## src/common/chol_pkg.sv

```systemverilog
`default_nettype none

package chol_pkg;

    // Matrix and number format
    // --------------------
    localparam int MAT_N     = 5;                       // Matrix order
    localparam int FRAC_BITS = 16;                      // Q16.16
    localparam int WORD_BITS = 32;
    localparam int NUM_ELEMS = MAT_N * (MAT_N + 1) / 2; // Lower triangle incl. diagonal

    // Iteration counts of the serial units
    localparam int SQRT_STEPS = (WORD_BITS + FRAC_BITS) / 2; // One root bit per step
    localparam int DIV_STEPS  = WORD_BITS + FRAC_BITS;       // One quotient bit per step

    typedef logic signed [WORD_BITS-1:0] q16_t;
    typedef logic [2:0]                  idx_t;  // Zero-based row or column

    // Lower triangle in row order: 11, 21, 22, 31, 32, 33, ... 55
    // elem[0] sits in the low word of flat
    typedef union packed {
        logic [NUM_ELEMS*WORD_BITS-1:0] flat;
        q16_t [NUM_ELEMS-1:0]           elem;
    } tri_mat_u;

    // Request to the dot-product unit
    // Result is base minus sum of L[row][k] * L[col][k] for k below col
    typedef struct packed {
        q16_t base;
        idx_t row;
        idx_t col;
    } dot_req_t;

    // Position of (row, col) in the packed triangle, row >= col
    function automatic logic [3:0] tri_idx(idx_t row, idx_t col);
        logic [4:0] r;
        logic [4:0] pos;
        r   = {2'b00, row};
        pos = ((r * (r + 5'd1)) >> 1) + {2'b00, col};
        return pos[3:0];
    endfunction

endpackage

`default_nettype wire

```

## src/arith/fix_div.sv

```systemverilog
`timescale 1ns/1ns
`default_nettype none

module fix_div import chol_pkg::*; (
    input  logic clk,
    input  logic rst,
    input  logic start,
    input  q16_t dividend,
    input  q16_t divisor,
    output logic done,
    output q16_t result
);

    logic [DIV_STEPS-1:0] num;   // Dividend bits shift out, quotient bits shift in
    logic [WORD_BITS:0]   rem;
    logic [WORD_BITS-1:0] dvs;
    logic                 neg;
    logic [5:0]           cnt;
    logic                 busy;

    logic [WORD_BITS-1:0] mag;
    logic [WORD_BITS:0]   rem_sh;
    logic                 fits;
    logic [DIV_STEPS-1:0] quo;
    logic                 last;

    assign mag    = dividend[WORD_BITS-1] ? -dividend : dividend;  // Magnitude, unsigned
    assign rem_sh = {rem[WORD_BITS-1:0], num[DIV_STEPS-1]};
    assign fits   = (rem_sh >= {1'b0, dvs});
    assign quo    = {num[DIV_STEPS-2:0], fits};
    assign last   = (cnt == 6'(DIV_STEPS - 1));

    // Control
    // --------------------
    always_ff @(posedge clk) begin
        if (rst) begin
            busy <= 1'b0;
            done <= 1'b0;
            cnt  <= '0;
        end else begin
            done <= 1'b0;
            if (start) begin
                busy <= 1'b1;
                cnt  <= '0;
            end else if (busy) begin
                cnt <= cnt + 6'd1;
                if (last) begin
                    busy <= 1'b0;
                    done <= 1'b1;  // Result register loads on this same edge
                end
            end
        end
    end

    // Datapath
    // --------------------
    always_ff @(posedge clk) begin
        if (start) begin
            num <= {mag, {FRAC_BITS{1'b0}}};  // Pre-shift keeps 16 fraction bits
            rem <= '0;
            dvs <= divisor;
            neg <= dividend[WORD_BITS-1];
        end else if (busy) begin
            num <= quo;
            rem <= fits ? rem_sh - {1'b0, dvs} : rem_sh;
            if (last) begin
                if (dvs == '0) begin
                    result <= '0;                        // Zero divisor
                end else if (neg) begin
                    result <= -quo[WORD_BITS-1:0];       // Toward zero
                end else begin
                    result <= quo[WORD_BITS-1:0];
                end
            end
        end
    end

endmodule

`default_nettype wire

```

## config.mk

```make
export PLATFORM = sky130hd
export DESIGN_NAME = fix_div
export DESIGN_NICKNAME = d
export VERILOG_FILES = /design/src/common/chol_pkg.sv /design/src/arith/fix_div.sv
export SDC_FILE = /design/constraint.sdc
export NUM_CORES = 1
export LEC_CHECK = 0
export BUFFER_PORTS_ARGS = -buffer_cell sky130_fd_sc_hd__clkbuf_2
export CAP_MARGIN = 15
export CORE_MARGIN = 3
export CORE_UTILIZATION = 64
export DETAILED_ROUTE_END_ITERATION = 10
export PLACE_DENSITY = 0.89
export RECOVER_POWER = 50
export SLEW_MARGIN = 25
export SYNTH_ARGS = -nofsm -noshare
export SYNTH_HDL_FRONTEND = slang
export SYNTH_SLANG_ARGS = --single-unit
```

## constraint.sdc

```tcl
create_clock -name clk -period 7.7 [get_ports clk]
set_clock_uncertainty 0.05 [all_clocks]
set_input_delay 1.54 -clock clk [delete_from_list [all_inputs] [get_ports clk]]
set_output_delay 1.54 -clock clk [all_outputs]
set_load 0.02 [all_outputs]
```

After elaboration in Yosys (flattened, before gate mapping)
Cells that the tools add are included.
W data, S select, Z words.
- register bits: 153
- input port bits: 67
- output and inout port bits: 33
- logic and storage cells: 31
- add/subtract/negate cells: 4
- order comparisons: 1
- equal/unequal tests: 1
- mux-type cells: 9
- bitwise gates (word level): 2
- reductions and logical operators: 5
- operators with widths (operator ; count):
    $mux W32 ; 3
    $mux W48 ; 2
    $neg A32 Y32 ; 2
    $ge A33 B32 Y1 ; 1
    $logic_not A32 Y1 ; 1
    $sub A32 B32 Y32 ; 1
    $add A6 B1 Y6 const B ; 1
    $eq A6 B6 Y1 const B ; 1
    $mux W1 ; 4
    $reduce_and A3 Y1 ; 1
    $reduce_or A3 Y1 ; 1
    $not A1 Y1 ; 2
    $reduce_bool A2 Y1 ; 1
    $reduce_or A2 Y1 ; 1

Depth between registers and ports, before layout
Gate-level depths: netlist (run 1).
- word-level depth: 4
- depth in mapped cells: 18
- depth with buffers taken out: 14

Worst setup path before layout (run 1)
Ideal clock, no wire load.
- kind: input to register
- start point: input dividend[8]
- end point: register num[46] (data pin)
- library setup time: 271 ps
- data arrival time: 3810 ps
- required time: 7379 ps
- setup slack: 3569 ps
- stages: 7
- path buffers: 0
- path through: or4_4 or3_4 or4_4 or4_4 o21ai_1 xor2_1 a21oi_1
- longest elaborated chain between the ends: 3
- RTL lines (what ; line ; text):
    from (decl) ; fix_div.sv:8 ; input q16_t dividend,
    $neg A32 Y32 ; fix_div.sv:27 ; assign mag = dividend[WORD_BITS-1] ? -dividend : dividend;
    $mux W32 ; fix_div.sv:27 ;
    $mux W48 ; fix_div.sv:58 ; if (start) begin
    to (signal assigned) ; fix_div.sv:59 ; num <= {mag, {FRAC_BITS{1'b0}}};
    to (signal assigned) ; fix_div.sv:64 ; num <= quo;
    to (decl) ; fix_div.sv:14 ; logic [DIV_STEPS-1:0] num;
Every way passes these cells.
A chain may end at the register's enable or synchronous reset.

Worst setup path after layout (run 1)
- start point: input start
- end point: register num[16] (data pin)
- longest elaborated chain between the ends: 1
- RTL lines (what ; line ; text):
    from (decl) ; fix_div.sv:7 ; input logic start,
    $mux W48 ; fix_div.sv:58 ;
Every way passes these cells.

==> results of run 1 <==
[state kept, by name, indices dropped and copies added (netlist names)]
name    cells
busy        1
cnt         6
done        1
dvs        32
neg         1
num        48
rem        32
result     32
[worst min-delay path, cell delays in order (launching register included)]
cell	delay [ns]
dfxtp_1	0.32
o21ai_0	0.07
a21oi_1	0.06
[per-stage QoR]
step	hold WS [ns]	utilization, %	instances	total power, mW
after global placement	0.419	70.6	1161	1.42
final	0.439	74.5	1193	2.25
after CTS	0.434	74.9	1193	2.25
after detailed placement	0.426	70.6	1161	1.43
after global routing	0.447	74.5	1193	2.34
after floorplan	0.403	-	933	1.31
[cell usage after synthesis (5+ instances only)]
master	number
ha_1	35
inv_1	50
a31oi_1	5
and3_1	7
nand3_1	9
mux2i_1	20
o41ai_1	12
nor2_1	93
buf_1	5
nand4_1	17
or4_1	9
or3_1	7
a21oi_1	38
o21a_1	7
xor2_1	65
nor3_1	9
o21ai_0	53
and2_1	5
nand2_1	91
dfxtp_1	56
a21o_1	14
clkbuf_1	42
or4_4	5
nor4_1	17
o31ai_1	20
nor2b_1	5
edfxtp_1	97
or2_2	5
o21ai_1	8
o211ai_1	5
a311oi_1	10
xnor2_1	24
a211oi_1	14
[path summary, 6_finish.rpt]
kind	to	cells after the start	slack [ns]
hold / removal	cnt[5]	2	0.44
setup reg to reg	result[30]	14	3.04
hold reg to reg	cnt[5]	2	0.44
setup / recovery	num[16]	4	2.73
[routing by layer]
layer	GRT usage, %	part of all wire, %	routed length [µm]	vias up
li1	-	-	-	3564
met1	35.9	42	8780	3494
met2	43.0	48	9930	361
met3	5.06	7.9	1660	61
met4	10.6	2.5	516	0
met5	0	0	0	-
[cell families (layout without fill, tap and decap cells)]
family / Yosys count / count (layout) / synth area share (%)
DFF: 153 / 153 / 45.1
AOI/OAI and AO/OA: 234 / 234 / 18.0
xor gates and xnor gates: 89 / 89 / 8.71
and+or+nand+nor: 295 / 295 / 16.0
muxes: 20 / 20 / 2.24
buffers and inverters: 106 / 190 / 4.82
adders and majority gates: 36 / 36 / 5.12
[cell usage in the layout (no fill, tap or decap), drive strengths merged, types with 4 or more instances in the layout]
cell | netlist | routed
dfxtp | 56 | 56
a211o | 4 | 4
ha | 35 | 35
a21oi | 38 | 38
a21o | 14 | 14
or2 | 6 | 6
o31ai | 21 | 21
xnor2 | 24 | 24
a311oi | 10 | 10
or4 | 15 | 15
nand2b | 4 | 4
or3 | 9 | 9
o221ai | 4 | 4
nor2b | 5 | 5
and2 | 5 | 5
clkinv | 0 | 4
o41ai | 13 | 13
a31oi | 5 | 5
nor3 | 9 | 9
clkbuf | 43 | 123
nand4 | 17 | 17
and3 | 7 | 7
nor4 | 18 | 18
inv | 51 | 52
buf | 12 | 5
o211a | 4 | 4
a211oi | 14 | 14
o21ai | 61 | 61
nand3 | 9 | 9
mux2i | 20 | 20
xor2 | 65 | 65
nand2 | 92 | 92
nor2 | 93 | 93
edfxtp | 97 | 97
clkinvlp | 0 | 4
o211ai | 5 | 5
o21a | 7 | 7
[power by group through the flow]
stage,clock [mW],combinational (mW),sequential [mW]
CTS,0.827,0.440,0.978
detailed placement,0,0.434,0.995
floorplan,0,0.334,0.977
finish,0.820,0.446,0.980
global placement,0,0.423,0.993
global route,0.860,0.495,0.985
[final cells by class]
class / count / area, µm² / area share [%]
multi-input combinational: 674 / 4500 / 44.9
sequential: 153 / 4040 / 40.3
timing repair buffer: 107 / 497 / 4.96
clock buffer: 21 / 460 / 4.59
tap: 176 / 220 / 2.20
inverter: 51 / 191 / 1.91
clock inverter: 11 / 123 / 1.22
==> metrics list, run 1 <==
- Outcome: complete, but fails checks
- The checks that failed: max-capacitance violations, max-slew violations.
- Post-CTS setup buffers: 0
* Dominant cells by area after synthesis: edfxtp_1, dfxtp_1, xor2_1
- Switching power: 0.644 mW
- Timing would allow up to 0.201 GHz.
* Final design instance area without fill: 0.0100 mm²
* Cell with the most instances on the worst path: clkbuf_1
* Drt pass-1 iters: 5
- Std-Cell Rows: 42
- Number of placed I/O pins: 100
* Register area share after synthesis: 45.1%
- Max-slew violation count: 88
* Synthesized Nets: 1,036
* TritonCTS clock tree: built
- Launch point of the worst reg-to-reg path: dvs[19]
* Critical-path top delay cell: clkbuf_1
- Critical Path Fanout Max: 48
- Critical path data required time: 7.73 ns
* Buffer type at the clock tree root: clkbuf_16
- Final min period: 4.97 ns
* Die H: 124 µm
- The largest single stage delay on the critical path is 1.67 ns.
- At the placement stage, the worst setup path has a slack of 3.19 ns.
* Worst slew pin tran: 2.20 ns
* Die area: 0.0154 mm²
- After layout, the worst path uses 64.6% of the clock period.
- Post-DR wirelength/cell: 17.5 µm
- Final #Nets: 1,107
- Drt total wl: 20,900 µm
- Pwr Density: 224 mW/mm²
- Maximum clock path buffer count: 2
* Buf/Inv on CP: 3
- Setup slack on the critical path of the routed design comes to 2.73 ns.
- The internal power of the cells totals 1.60 mW.
* Vias in the first global route: 6,902
- The number of clock buffers added by TritonCTS is 17.
- Clk_lat worst skew: 0.43 ns
- Counting flops with an async set or reset pin after synthesis yields a share of 0%.
- The first global-routing pass estimated 34,000 µm of wire.
- The share of total power dissipated in combinational logic is 19.9%.
- Setup crit start: start
- The most used flip-flop cell after synthesis is edfxtp_1.
- For this run, design rule violations remaining after detail routing come to 0.
- Global router's overall resource usage: 26.7%
- Summed over all nets, the half-perimeter wirelength after detailed placement is 14,400 µm.
- Buffers on Ports: 99
* Starting DRC count in detailed routing: 805
* Pin count of the biggest net entering global routing: 69
- STA classifies the critical path endpoint as a register.
- The total overflow left after global routing is 0.
- Summing all placed instances gives a cell area of 0.00950 mm².
- Cts repair resizes: 0
- The cell family contributing the most delay on the critical path is buffers and inverters.
- For the final routed database, the setup TNS stands at 0 ns.
- Relative to the synthesized area, the layout overhead comes to 12.0%.
* Warning count from the yosys run: 0
- Max-cap violations in this run came to 2.
- The worst setup path is launched from a primary input.
- In this run the tightest slew margin relative to its limit is -47.0%.
- The layout has 1,011 filler cells.
- The startpoint identified for the worst hold timing path is cnt[5].
- After clock tree synthesis, the clock-pin slew on the worst setup and hold paths is 0.06 ns.
- Yosys mapped a number of flops with a built-in enable equal to 97.
* Worst hold path class: reg -> reg
- The core region is 0.0135 mm².
- Via/cell ratio: 6.27
* GP Congestion: 0.971
- Average cell area after synthesis: 9.59 µm²
* Static Leak: 4.07 nW
- Distinct cell type count after synthesis: 76
- Across the VDD grid, the largest voltage drop is 0.144 mV.
- The biggest area contributor in the post-synthesis netlist is edfxtp_1.
- The signal on the critical path passes through buf_2, clkbuf_1, clkbuf_1, o21ai_0.
- At the worst endpoint, the arrival time is 5.00 ns.
* Initial antenna violation count: 0
* Category of the most critical setup path: in -> reg
* Hold bufs inserted after CTS: 0
* Fraction of power consumed by sequential logic: 43.6%
* Proportion of netlist area held by the largest area contributor: 32.5%
* Netlist Area Pre-Place: 0.00895 mm²
- H-tree lvl count: 4
* Synthesized flop and latch total: 153
* Die Wd: 124 µm
- Layout cells sized above 1: 12.0%
* Final Hold Fails: 0
* Count of mapped cells out of synthesis: 933
* Initial cell density of the core: 66.5%
- Clock tree synthesis found a total of 153 sinks.
- Endpoints failing setup: 0
* Number of nets with antenna violations after detailed routing: 0
- The final route contains 7,480 vias.
* Clock share of power: 36.5%
* Sw Share: 28.7%
- Number of antenna diodes: 0
- Setup repair after global routing missed its margin: false
Power figures use the tool's default switching activity.
==> inputs of run 2 (changes only) <==
--- a/config.mk
+++ b/config.mk
@@ -8,9 +8,9 @@
 export BUFFER_PORTS_ARGS = -buffer_cell sky130_fd_sc_hd__clkbuf_2
 export CAP_MARGIN = 15
 export CORE_MARGIN = 3
-export CORE_UTILIZATION = 64
+export CORE_UTILIZATION = 54
 export DETAILED_ROUTE_END_ITERATION = 10
-export PLACE_DENSITY = 0.89
+export PLACE_DENSITY = 0.8
 export RECOVER_POWER = 50
 export SLEW_MARGIN = 25
 export SYNTH_ARGS = -nofsm -noshare
==> constraint.sdc (replaced) <==
create_clock -name clk -period 4.1 [get_ports clk]
set_clock_uncertainty 0.05 [all_clocks]
set_input_delay 0.82 -clock clk [delete_from_list [all_inputs] [get_ports clk]]
set_output_delay 0.82 -clock clk [all_outputs]
set_load 0.02 [all_outputs]
==> run 2 against run 1 <==
  * The flow still finishes with violations (max-capacitance violations, max-slew violations)
  * Sequential power grew 88%
  * Clock power is 120% higher
  * Global-route usage decreased by 3.8 points
  * Non-clock buffer count rose by 3
  * Count of clock-buffer cells in the layout fell by 3
  * First-iteration DRC count decreased by 20%
  * Highest routed layer unchanged
==> metrics list, run 2 (synthesis gave the netlist of run 1 again) <==
- Wire length of the first global-routing pass: 33,700 µm (was 34,000 µm)
- The number of flip-flops in the largest register came to 48 (unchanged).
* Category of the most critical setup path: reg -> reg (was in -> reg)
* Sort of element at the start of the critical path: register (was primary input)
- Critical Path Fanout Max: 7 (was 48)
- The total CTS buffers is 17 (unchanged).
- The buffer cell driving the clock tree root was clkbuf_16 (unchanged).
- TritonCTS clock tree: built (unchanged)
- Maximum clock path buffer count: 2 (unchanged)
* Clk_lat worst skew: 0.44 ns (was 0.43 ns)
- Worst vdd rail ir drop: 0.314 mV (was 0.144 mV)
* Vias in the first global route: 6,944 (was 6,902)
- Number of nets with antenna violations after detailed routing: 0 (unchanged)
* Cell with the most instances on the worst path: ha_1 (was clkbuf_1)
- Final #Nets: 1,110 (was 1,107)
- The filler cell count came to 1,300 (was 1,011).
* Std-Cell Rows: 46 (was 42)
- The path category of the worst min-delay check is reg -> reg (unchanged).
- Starting DRC count in detailed routing: 646 (was 805)
- Die area: 0.0182 mm² (was 0.0154 mm²)
- Max Clk Rate: 0.272 GHz
* Clk slew on worst S/H paths: 0.06 ns (about the same)
- The required time at the worst-slack endpoint came to 4.22 ns (was 7.73 ns).
* Static Leak: 4.16 nW (was 4.07 nW)
* GP Congestion: 0.942 (was 0.971)
- Die H: 135 µm (was 124 µm)
- Die Wd: 135 µm (was 124 µm)
- The overall global routing resource usage was 22.9% (was 26.7%).
- Post-CTS setup buffers: 0 (unchanged)
- Outcome: complete, but fails checks (unchanged)
- The I/O pin count came to 100 (unchanged).
* Rel. slew slack: -56.1% (was -47.0%)
- Final Hold Fails: 0 (unchanged)
- Sink count of the clock tree: 153 (unchanged)
- Smallest hold slack: 0.441 ns (was 0.439 ns)
* Buffers on Ports: 99 (unchanged)
- Critical path's largest stage delay: 0.48 ns (was 1.67 ns)
- Number of antenna diodes: 0 (unchanged)
- The cell area power density came to 438 mW/mm² (was 224 mW/mm²).
- Post-DR wirelength/cell: 16.6 µm (was 17.5 µm)
* Most flop-heavy register: num (unchanged)
* Remaining routing DRC violations: 0 (unchanged)
- Max-slew violation count: 154 (was 88)
* Drt pass-1 iters: 5 (unchanged)
- The total via count after detailed routing was 7,262 (was 7,480).
- The slowest library cell on the worst path was a2111oi_1 (was clkbuf_1).
- Of the available clock period, the critical path in the final layout requires 89.7%.
- Most common library cell in the layout ignoring fill and taps: edfxtp_1 (unchanged)
- Initial antenna violation count: 0 (unchanged)
* Endpoints failing setup: 0 (unchanged)
- The total length of routed wires came to 20,600 µm (was 20,900 µm).
* Gr ovfl total: 0 (unchanged)
* Arrival @ worst endpoint: 3.80 ns (was 5.00 ns)
- The half-perimeter wire length after placement came to 13,900 µm (was 14,400 µm).
- Most frequent cells in the layout: edfxtp_1, nand2_1, nor2_1 (unchanged).
- Subtracting the final worst setup slack from the clock period gives 3.68 ns.
- Max Cap Violations: 4 (was 2)
- The maximum number of pins on one net before global-route repair came to 69 (unchanged).
- Violations in the final reports: max-capacitance violations, max-slew violations (unchanged).
- Sequence of cells on the critical path: inv_1, ha_1, and4_1, a2111oi_1, a221oi_1, and2_1, a21bo_1, inv_2, ha_1, nand3_1, or2_1, o31ai_1, xor2_1, nor2_1 (was buf_2, clkbuf_1, clkbuf_1, o21ai_0)
* Area grow syn2layout: 13.9% (was 12.0%)
* Worst slew pin tran: 2.34 ns (was 2.20 ns)
- The initial cell density of the core came to 55.7% (was 66.5%).
* Setup repair after global routing missed its margin: false (unchanged)
- The average via count per standard cell came to 5.88 (was 6.27).
- The H-tree depth was 4 (unchanged).
- The area of the core region came to 0.0161 mm² (was 0.0135 mm²).
- Setup tns final: 0 ns (unchanged)
* Critical Path End Type: register (unchanged)
- The proportion of layout cells with a drive suffix above 1 was 13.4% (was 12.0%).
==> run 2: changes by cell type in the layout (fill, tap and decap cells not counted), sizes merged <==
cell	before	now
clkinvlp	4	3
clkbuf	123	121
clkinv	4	3
inv	52	53
buf	5	7
bufinv	2	6
==> run 2: layout make-up <==
cell class | instances | area, µm² | share of cell area, %
inverter | 51 | 191 | 1.88
sequential | 153 | 4040 | 39.6
clock inverter | 14 | 244 | 2.39
multi-input combinational | 674 | 4490 | 44.1
clock buffer | 18 | 429 | 4.21
tap | 216 | 270 | 2.65
timing repair buffer | 110 | 534 | 5.24
==> run 2: stage by stage <==
stage	power (mW)	cell area, µm²	instances	setup slack (ns)	util (%)
6_report	4.47	10200	1236	0.422	63.5
5_1_grt	4.67	10200	1236	0.114	63.5
4_1_cts	4.47	10200	1236	0.366	63.8
3_5_place_dp	2.68	9570	1204	0.388	59.6
3_3_place_gp	2.66	9570	1204	0.470	59.6
2_1_floorplan	2.46	8950	933	0.0300	-
==> run 2: where the power goes <==
part	internal (mW)	switching (mW)	total [mW]
sequential	1.76	0.0791	1.84
clock	1.15	0.650	1.80
combinational	0.328	0.504	0.832
total	3.23	1.23	4.47
==> run 2: worst paths after layout <==
check	start	endpoint	slack [ns]	cells after the start
setup reg to reg	dvs[19]	result[28]	0.42	14
hold reg to reg	cnt[5]	cnt[5]	0.44	2
hold / removal	cnt[5]	cnt[5]	0.44	2
setup / recovery	dvs[19]	result[28]	0.42	14
==> run 2: layer usage <==
layer	part of all wire, %	track usage [%]	wire length [µm]	up-vias
li1	-	-	-	3569
met1	45	31.3	9350	3417
met2	47	37.2	9620	239
met3	5.6	3.95	1160	37
met4	2.1	7.75	426	0
met5	0	0	0	-
==> run 2: critical path, delay by kind of cell, from the launching register on <==
| family | cells | cell delay, ns |
|---|---|---|
| flops | 1 | 0.35 |
| compound gates | 4 | 1.20 |
| xor+xnor | 1 | 0.19 |
| fa+ha+maj | 2 | 0.55 |
| simple gates | 5 | 0.95 |
| buf+inv | 2 | 0.12 |
==> run 2: timing repair <==
item                                   in CTS  in global routing
hold buffers                                0                  0
gates resized for setup                     0                  1
endpoints found under the hold margin       0                  0
setup endpoints to repair                   0                  1
==> inputs of run 3 (changes only) <==
--- a/config.mk
+++ b/config.mk
@@ -5,6 +5,7 @@
 export SDC_FILE = /design/constraint.sdc
 export NUM_CORES = 1
 export LEC_CHECK = 0
+export ABC_AREA = 1
 export BUFFER_PORTS_ARGS = -buffer_cell sky130_fd_sc_hd__clkbuf_2
 export CAP_MARGIN = 15
 export CORE_MARGIN = 3
==> run 3 against run 2 <==
  * The run still ends with max-capacitance violations, max-slew violations left
  * Sequential power decreased by 5%
  * Count of clock-buffer cells in the layout increased by 4
  * Power decreased by 18%
  * Utilization decreased by 0.64 points
  * Register-to-register slack improved by 0.18 ns
  * Synthesized cell count increased by 34%
  * Via count increased by 22%
  * Final cell count increased by 28%
==> metrics list, run 3 <==
- The measured slew at the worst slew-check pin was 2.01 ns (was 2.34 ns).
* Final Hold Fails: 0 (unchanged)
* Most flop-heavy register: num (unchanged)
* Combinational family with the most area after synthesis: simple AND/OR/NAND/NOR gates (was compound AO/OA/AOI/OAI gates)
* Critical Path Fanout Max: 37 (was 7)
* Switching power: 0.968 mW (was 1.23 mW)
* Final design instance area without fill: 0.0106 mm² (was 0.0102 mm²)
- The total CTS buffers is 17 (unchanged).
- Fraction of the mapped netlist area in adder cells: 4.87% (was 5.12%)
- Most repeated cell in the gate-level netlist after synthesis: nand2_1 (was edfxtp_1)
- The path category of the worst min-delay check was reg -> reg (unchanged).
- Category of the most critical setup path: in -> reg (was reg -> reg)
- The number of max-slew violations in the final report is 38 (was 154).
* Count of mapped cells out of synthesis: 1,252 (was 933)
- The synthesized-area fraction occupied by ao, oa, aoi and oai cells came to 15.3% (was 18.0%).
* Sort of element at the start of the critical path: primary input (was register)
- Std-Cell Rows: 47 (was 46)
- Violations in the final reports: max-capacitance violations, max-slew violations (unchanged).
* Clk_lat worst skew: 0.43 ns (was 0.44 ns)
- Remaining routing DRC violations: 0 (unchanged)
- The total power was 3.68 mW (was 4.47 mW).
- The maximum achievable frequency is 0.271 GHz (was 0.272 GHz).
- Met1 usage in global routing: 36.4% (was 31.3%)
- The number of resized instances in the post-cts repair step came to 0 (unchanged).
- The leading cell type in the layout, fill and taps excluded was nand2_1 (was edfxtp_1).
- Outcome: complete, but fails checks (unchanged).
- The overall global routing resource usage is 25.8% (was 22.9%).
* Primary flip-flop cell chosen by synthesis mapping: edfxtp_1 (unchanged)
- Proportion of netlist area held by the largest area contributor: 30.9% (was 32.5%)
* GR met3 Demand/Resource: 4.04% (was 3.95%)
* Worst vdd rail ir drop: 0.331 mV (was 0.314 mV)
- Clock share of power: 40.9% (was 40.2%)
* Pwr Density: 348 mW/mm² (was 438 mW/mm²)
* Die Wd: 138 µm (was 135 µm)
* H-tree lvl count: 4 (unchanged)
- The count of state elements after synthesis was 153 (unchanged).
- The worst slack on hold paths was 0.423 ns (was 0.441 ns).
- Number of antenna diodes: 0 (unchanged)
- The worst slew margin relative to its limit came to -34.2% (was -56.1%).
- The weighted congestion at the end of routability-driven global placement is 0.951 (was 0.942).
* Filler Cells Inserted: 1,569 (was 1,300)
- Via/cell ratio: 5.59 (was 5.88)
- Top cells by instance count after synthesis: nand2_1, inv_1, nor2_1 (was edfxtp_1, nor2_1, nand2_1)
- Buffers on Ports: 99 (unchanged)
* Critical path data required time: 4.26 ns (was 4.22 ns)
- Area fraction in and, or, nand and nor cells after synthesis: 26.1% (was 16.0%)
* Highest-utilization routing layer at the global route stage: met2 (unchanged)
- Netlist Area Pre-Place: 0.00941 mm² (was 0.00895 mm²)
- Number of placed I/O pins: 100 (unchanged)
* Largest register FFs: 48 (unchanged)
* Internal power summed over all cells: 2.71 mW (was 3.23 mW)
- Critical Path End Type: register (unchanged)
- The initial cell density of the core is 56.0% (was 55.7%).
- Starting DRC count in detailed routing: 856 (was 646)
- The XOR/XNOR share of the synthesized area came to 1.86% (was 8.71%).
* Setup repair after global routing missed its margin: false (unchanged)
* Hold bufs inserted after CTS: 0 (unchanged)
* Post-DR wirelength/cell: 15.8 µm (was 16.6 µm)
- The cell area after placement was 0.0101 mm² (was 0.00957 mm²).
* Drt pass-1 iters: 5 (unchanged)
* Number of synthesized flops with an enable pin: 97 (unchanged)
- Wire length of the first global-routing pass: 40,800 µm (was 33,700 µm)
- The buffer cell driving the clock tree root is clkbuf_16 (unchanged).
- The half-perimeter wire length after placement was 18,400 µm (was 13,900 µm).
* Pin count of the biggest net entering global routing: 53 (was 69)
- The portion of netlist area occupied by mux cells is 0% (was 2.24%).
- The post-route minimum period was 3.70 ns (was 3.68 ns).
- Area grow syn2layout: 12.3% (was 13.9%)
- Final #Nets: 1,450 (was 1,110)
* Arrival @ worst endpoint: 3.86 ns (was 3.80 ns)
* Register area share after synthesis: 42.9% (was 45.1%)
- Max Cap Violations: 1 (was 4)
- The most area-hungry cell type in the Yosys netlist was edfxtp_1 (unchanged).
- Floorplan Core Area: 0.0168 mm² (was 0.0161 mm²)
- The synthesized net count was 1,355 (was 1,036).
* Initial antenna violation count: 0 (unchanged)
- Average cell area after synthesis: 7.52 µm² (was 9.59 µm²)
- Die H: 138 µm (was 135 µm)
- The aggregate global routing overflow is 0 (unchanged).
- The combinational power share is 11.6% (was 18.6%).
- Vias in the first global route: 8,341 (was 6,944)
- The final total negative setup slack came to 0 ns (unchanged).
- The number of buffers inserted to repair setup after CTS came to 0 (unchanged).
- The die area is 0.0190 mm² (was 0.0182 mm²).
- Layout cells sized above 1: 9.41% (was 13.4%)
* Endpoints failing setup: 0 (unchanged)
* Warning count from the yosys run: 0 (unchanged)
* Sink count of the clock tree: 153 (unchanged)
- The sequential power share is 47.4% (was 41.2%).
* Sw Share: 26.3% (was 27.6%)
- Static Leak: 4.71 nW (was 4.16 nW)
- Number of vias in the routed layout: 8,827 (was 7,262)
- The unique cell type count in the Yosys netlist is 51 (was 76).
- The post-route antenna net violation count came to 0 (unchanged).
- Routing usage on met2: 41.5% (was 37.2%)
* Share of flip-flops with an asynchronous set or reset after synthesis: 0% (unchanged)
- The CTS tree was built (unchanged).
- Most frequent cells in the layout: nand2_1, inv_1, nor2_1 (was edfxtp_1, nand2_1, nor2_1).
- The number of buffers between clock root and the deepest sink is 2 (unchanged).
- Clk slew on worst S/H paths: 0.06 ns (about the same)
* Drt total wl: 24,900 µm (was 20,600 µm)
- Dominant cells by area after synthesis: edfxtp_1, dfxtp_1, nand2_1 (was edfxtp_1, dfxtp_1, xor2_1).
- The post-route fraction of the period consumed by the critical path is 90.1% (was 89.7%).
run 3: changes by cell type in the layout (fill, tap and decap cells not counted), moves of 20 or more:
| cell | delta |
|---|---|
| xor2_1 | -58 |
| o22ai_1 | +23 |
| mux2i_1 | -20 |
| clkbuf_1 | +20 |
| a21oi_1 | +67 |
| nand3_1 | +66 |
| o21ai_0 | +47 |
| inv_1 | +120 |
| nand2_1 | +188 |
| nor2_1 | +40 |
run 3: worst max-delay path, stage by stage:
cell	delay [ns]
clkbuf_1	0.41
nor2_1	0.11
inv_1	0.74
clkbuf_1	1.50
o22ai_1	0.23
run 3: worst paths after layout:
check               start         end  slack [ns]  cells after the start
setup / recovery    start      num[5]        0.40                      5
hold / removal    rem[22]     rem[22]        0.42                      2
setup reg to reg  dvs[14]  result[26]        0.60                     20
hold reg to reg   rem[22]     rem[22]        0.42                      2
run 3: stage by stage:
| stage | worst slack (ns) | utilization, % | instances |
|---|---|---|---|
| after floorplan | 0.813 | - | 1252 |
| after global placement | 0.781 | 60.0 | 1548 |
| after detailed placement | 0.656 | 60.0 | 1548 |
| after CTS | 0.637 | 63.3 | 1580 |
| after global routing | 0.124 | 62.9 | 1580 |
| final | 0.405 | 62.9 | 1580 |
run 3: kinds of logic (layout without fill, tap and decap cells):
family | Yosys count | in the layout
simple gates | 568 | 568
compound gates | 267 | 267
xor+xnor | 20 | 20
fa+ha+maj | 36 | 36
buf+inv | 208 | 316
flops | 153 | 153
run 3: area by class of cell:
class,instances,area [µm²],area share (%)
clock inverters,10,77.6,0.734
clock buffers,22,488,4.62
repair buffers,110,513,4.85
multi-input cells,891,4530,42.9
flip-flops and latches,153,4030,38.2
well taps,220,275,2.60
inverters,174,653,6.18
run 3: power groups by stage:
stage | logic (mW) | clock network, mW | registers (mW)
5_1_grt | 0.480 | 1.60 | 1.75
6_report | 0.427 | 1.51 | 1.74
2_1_floorplan | 0.286 | 0 | 1.76
4_1_cts | 0.426 | 1.53 | 1.74
3_3_place_gp | 0.415 | 0 | 1.77
3_5_place_dp | 0.421 | 0 | 1.77
run 3: per-layer routing:
metal	up-vias	share of wire, %
met3	33	6.7
met4	0	1.6
met2	359	46
met1	4044	46
met5	-	0
li1	4391	-
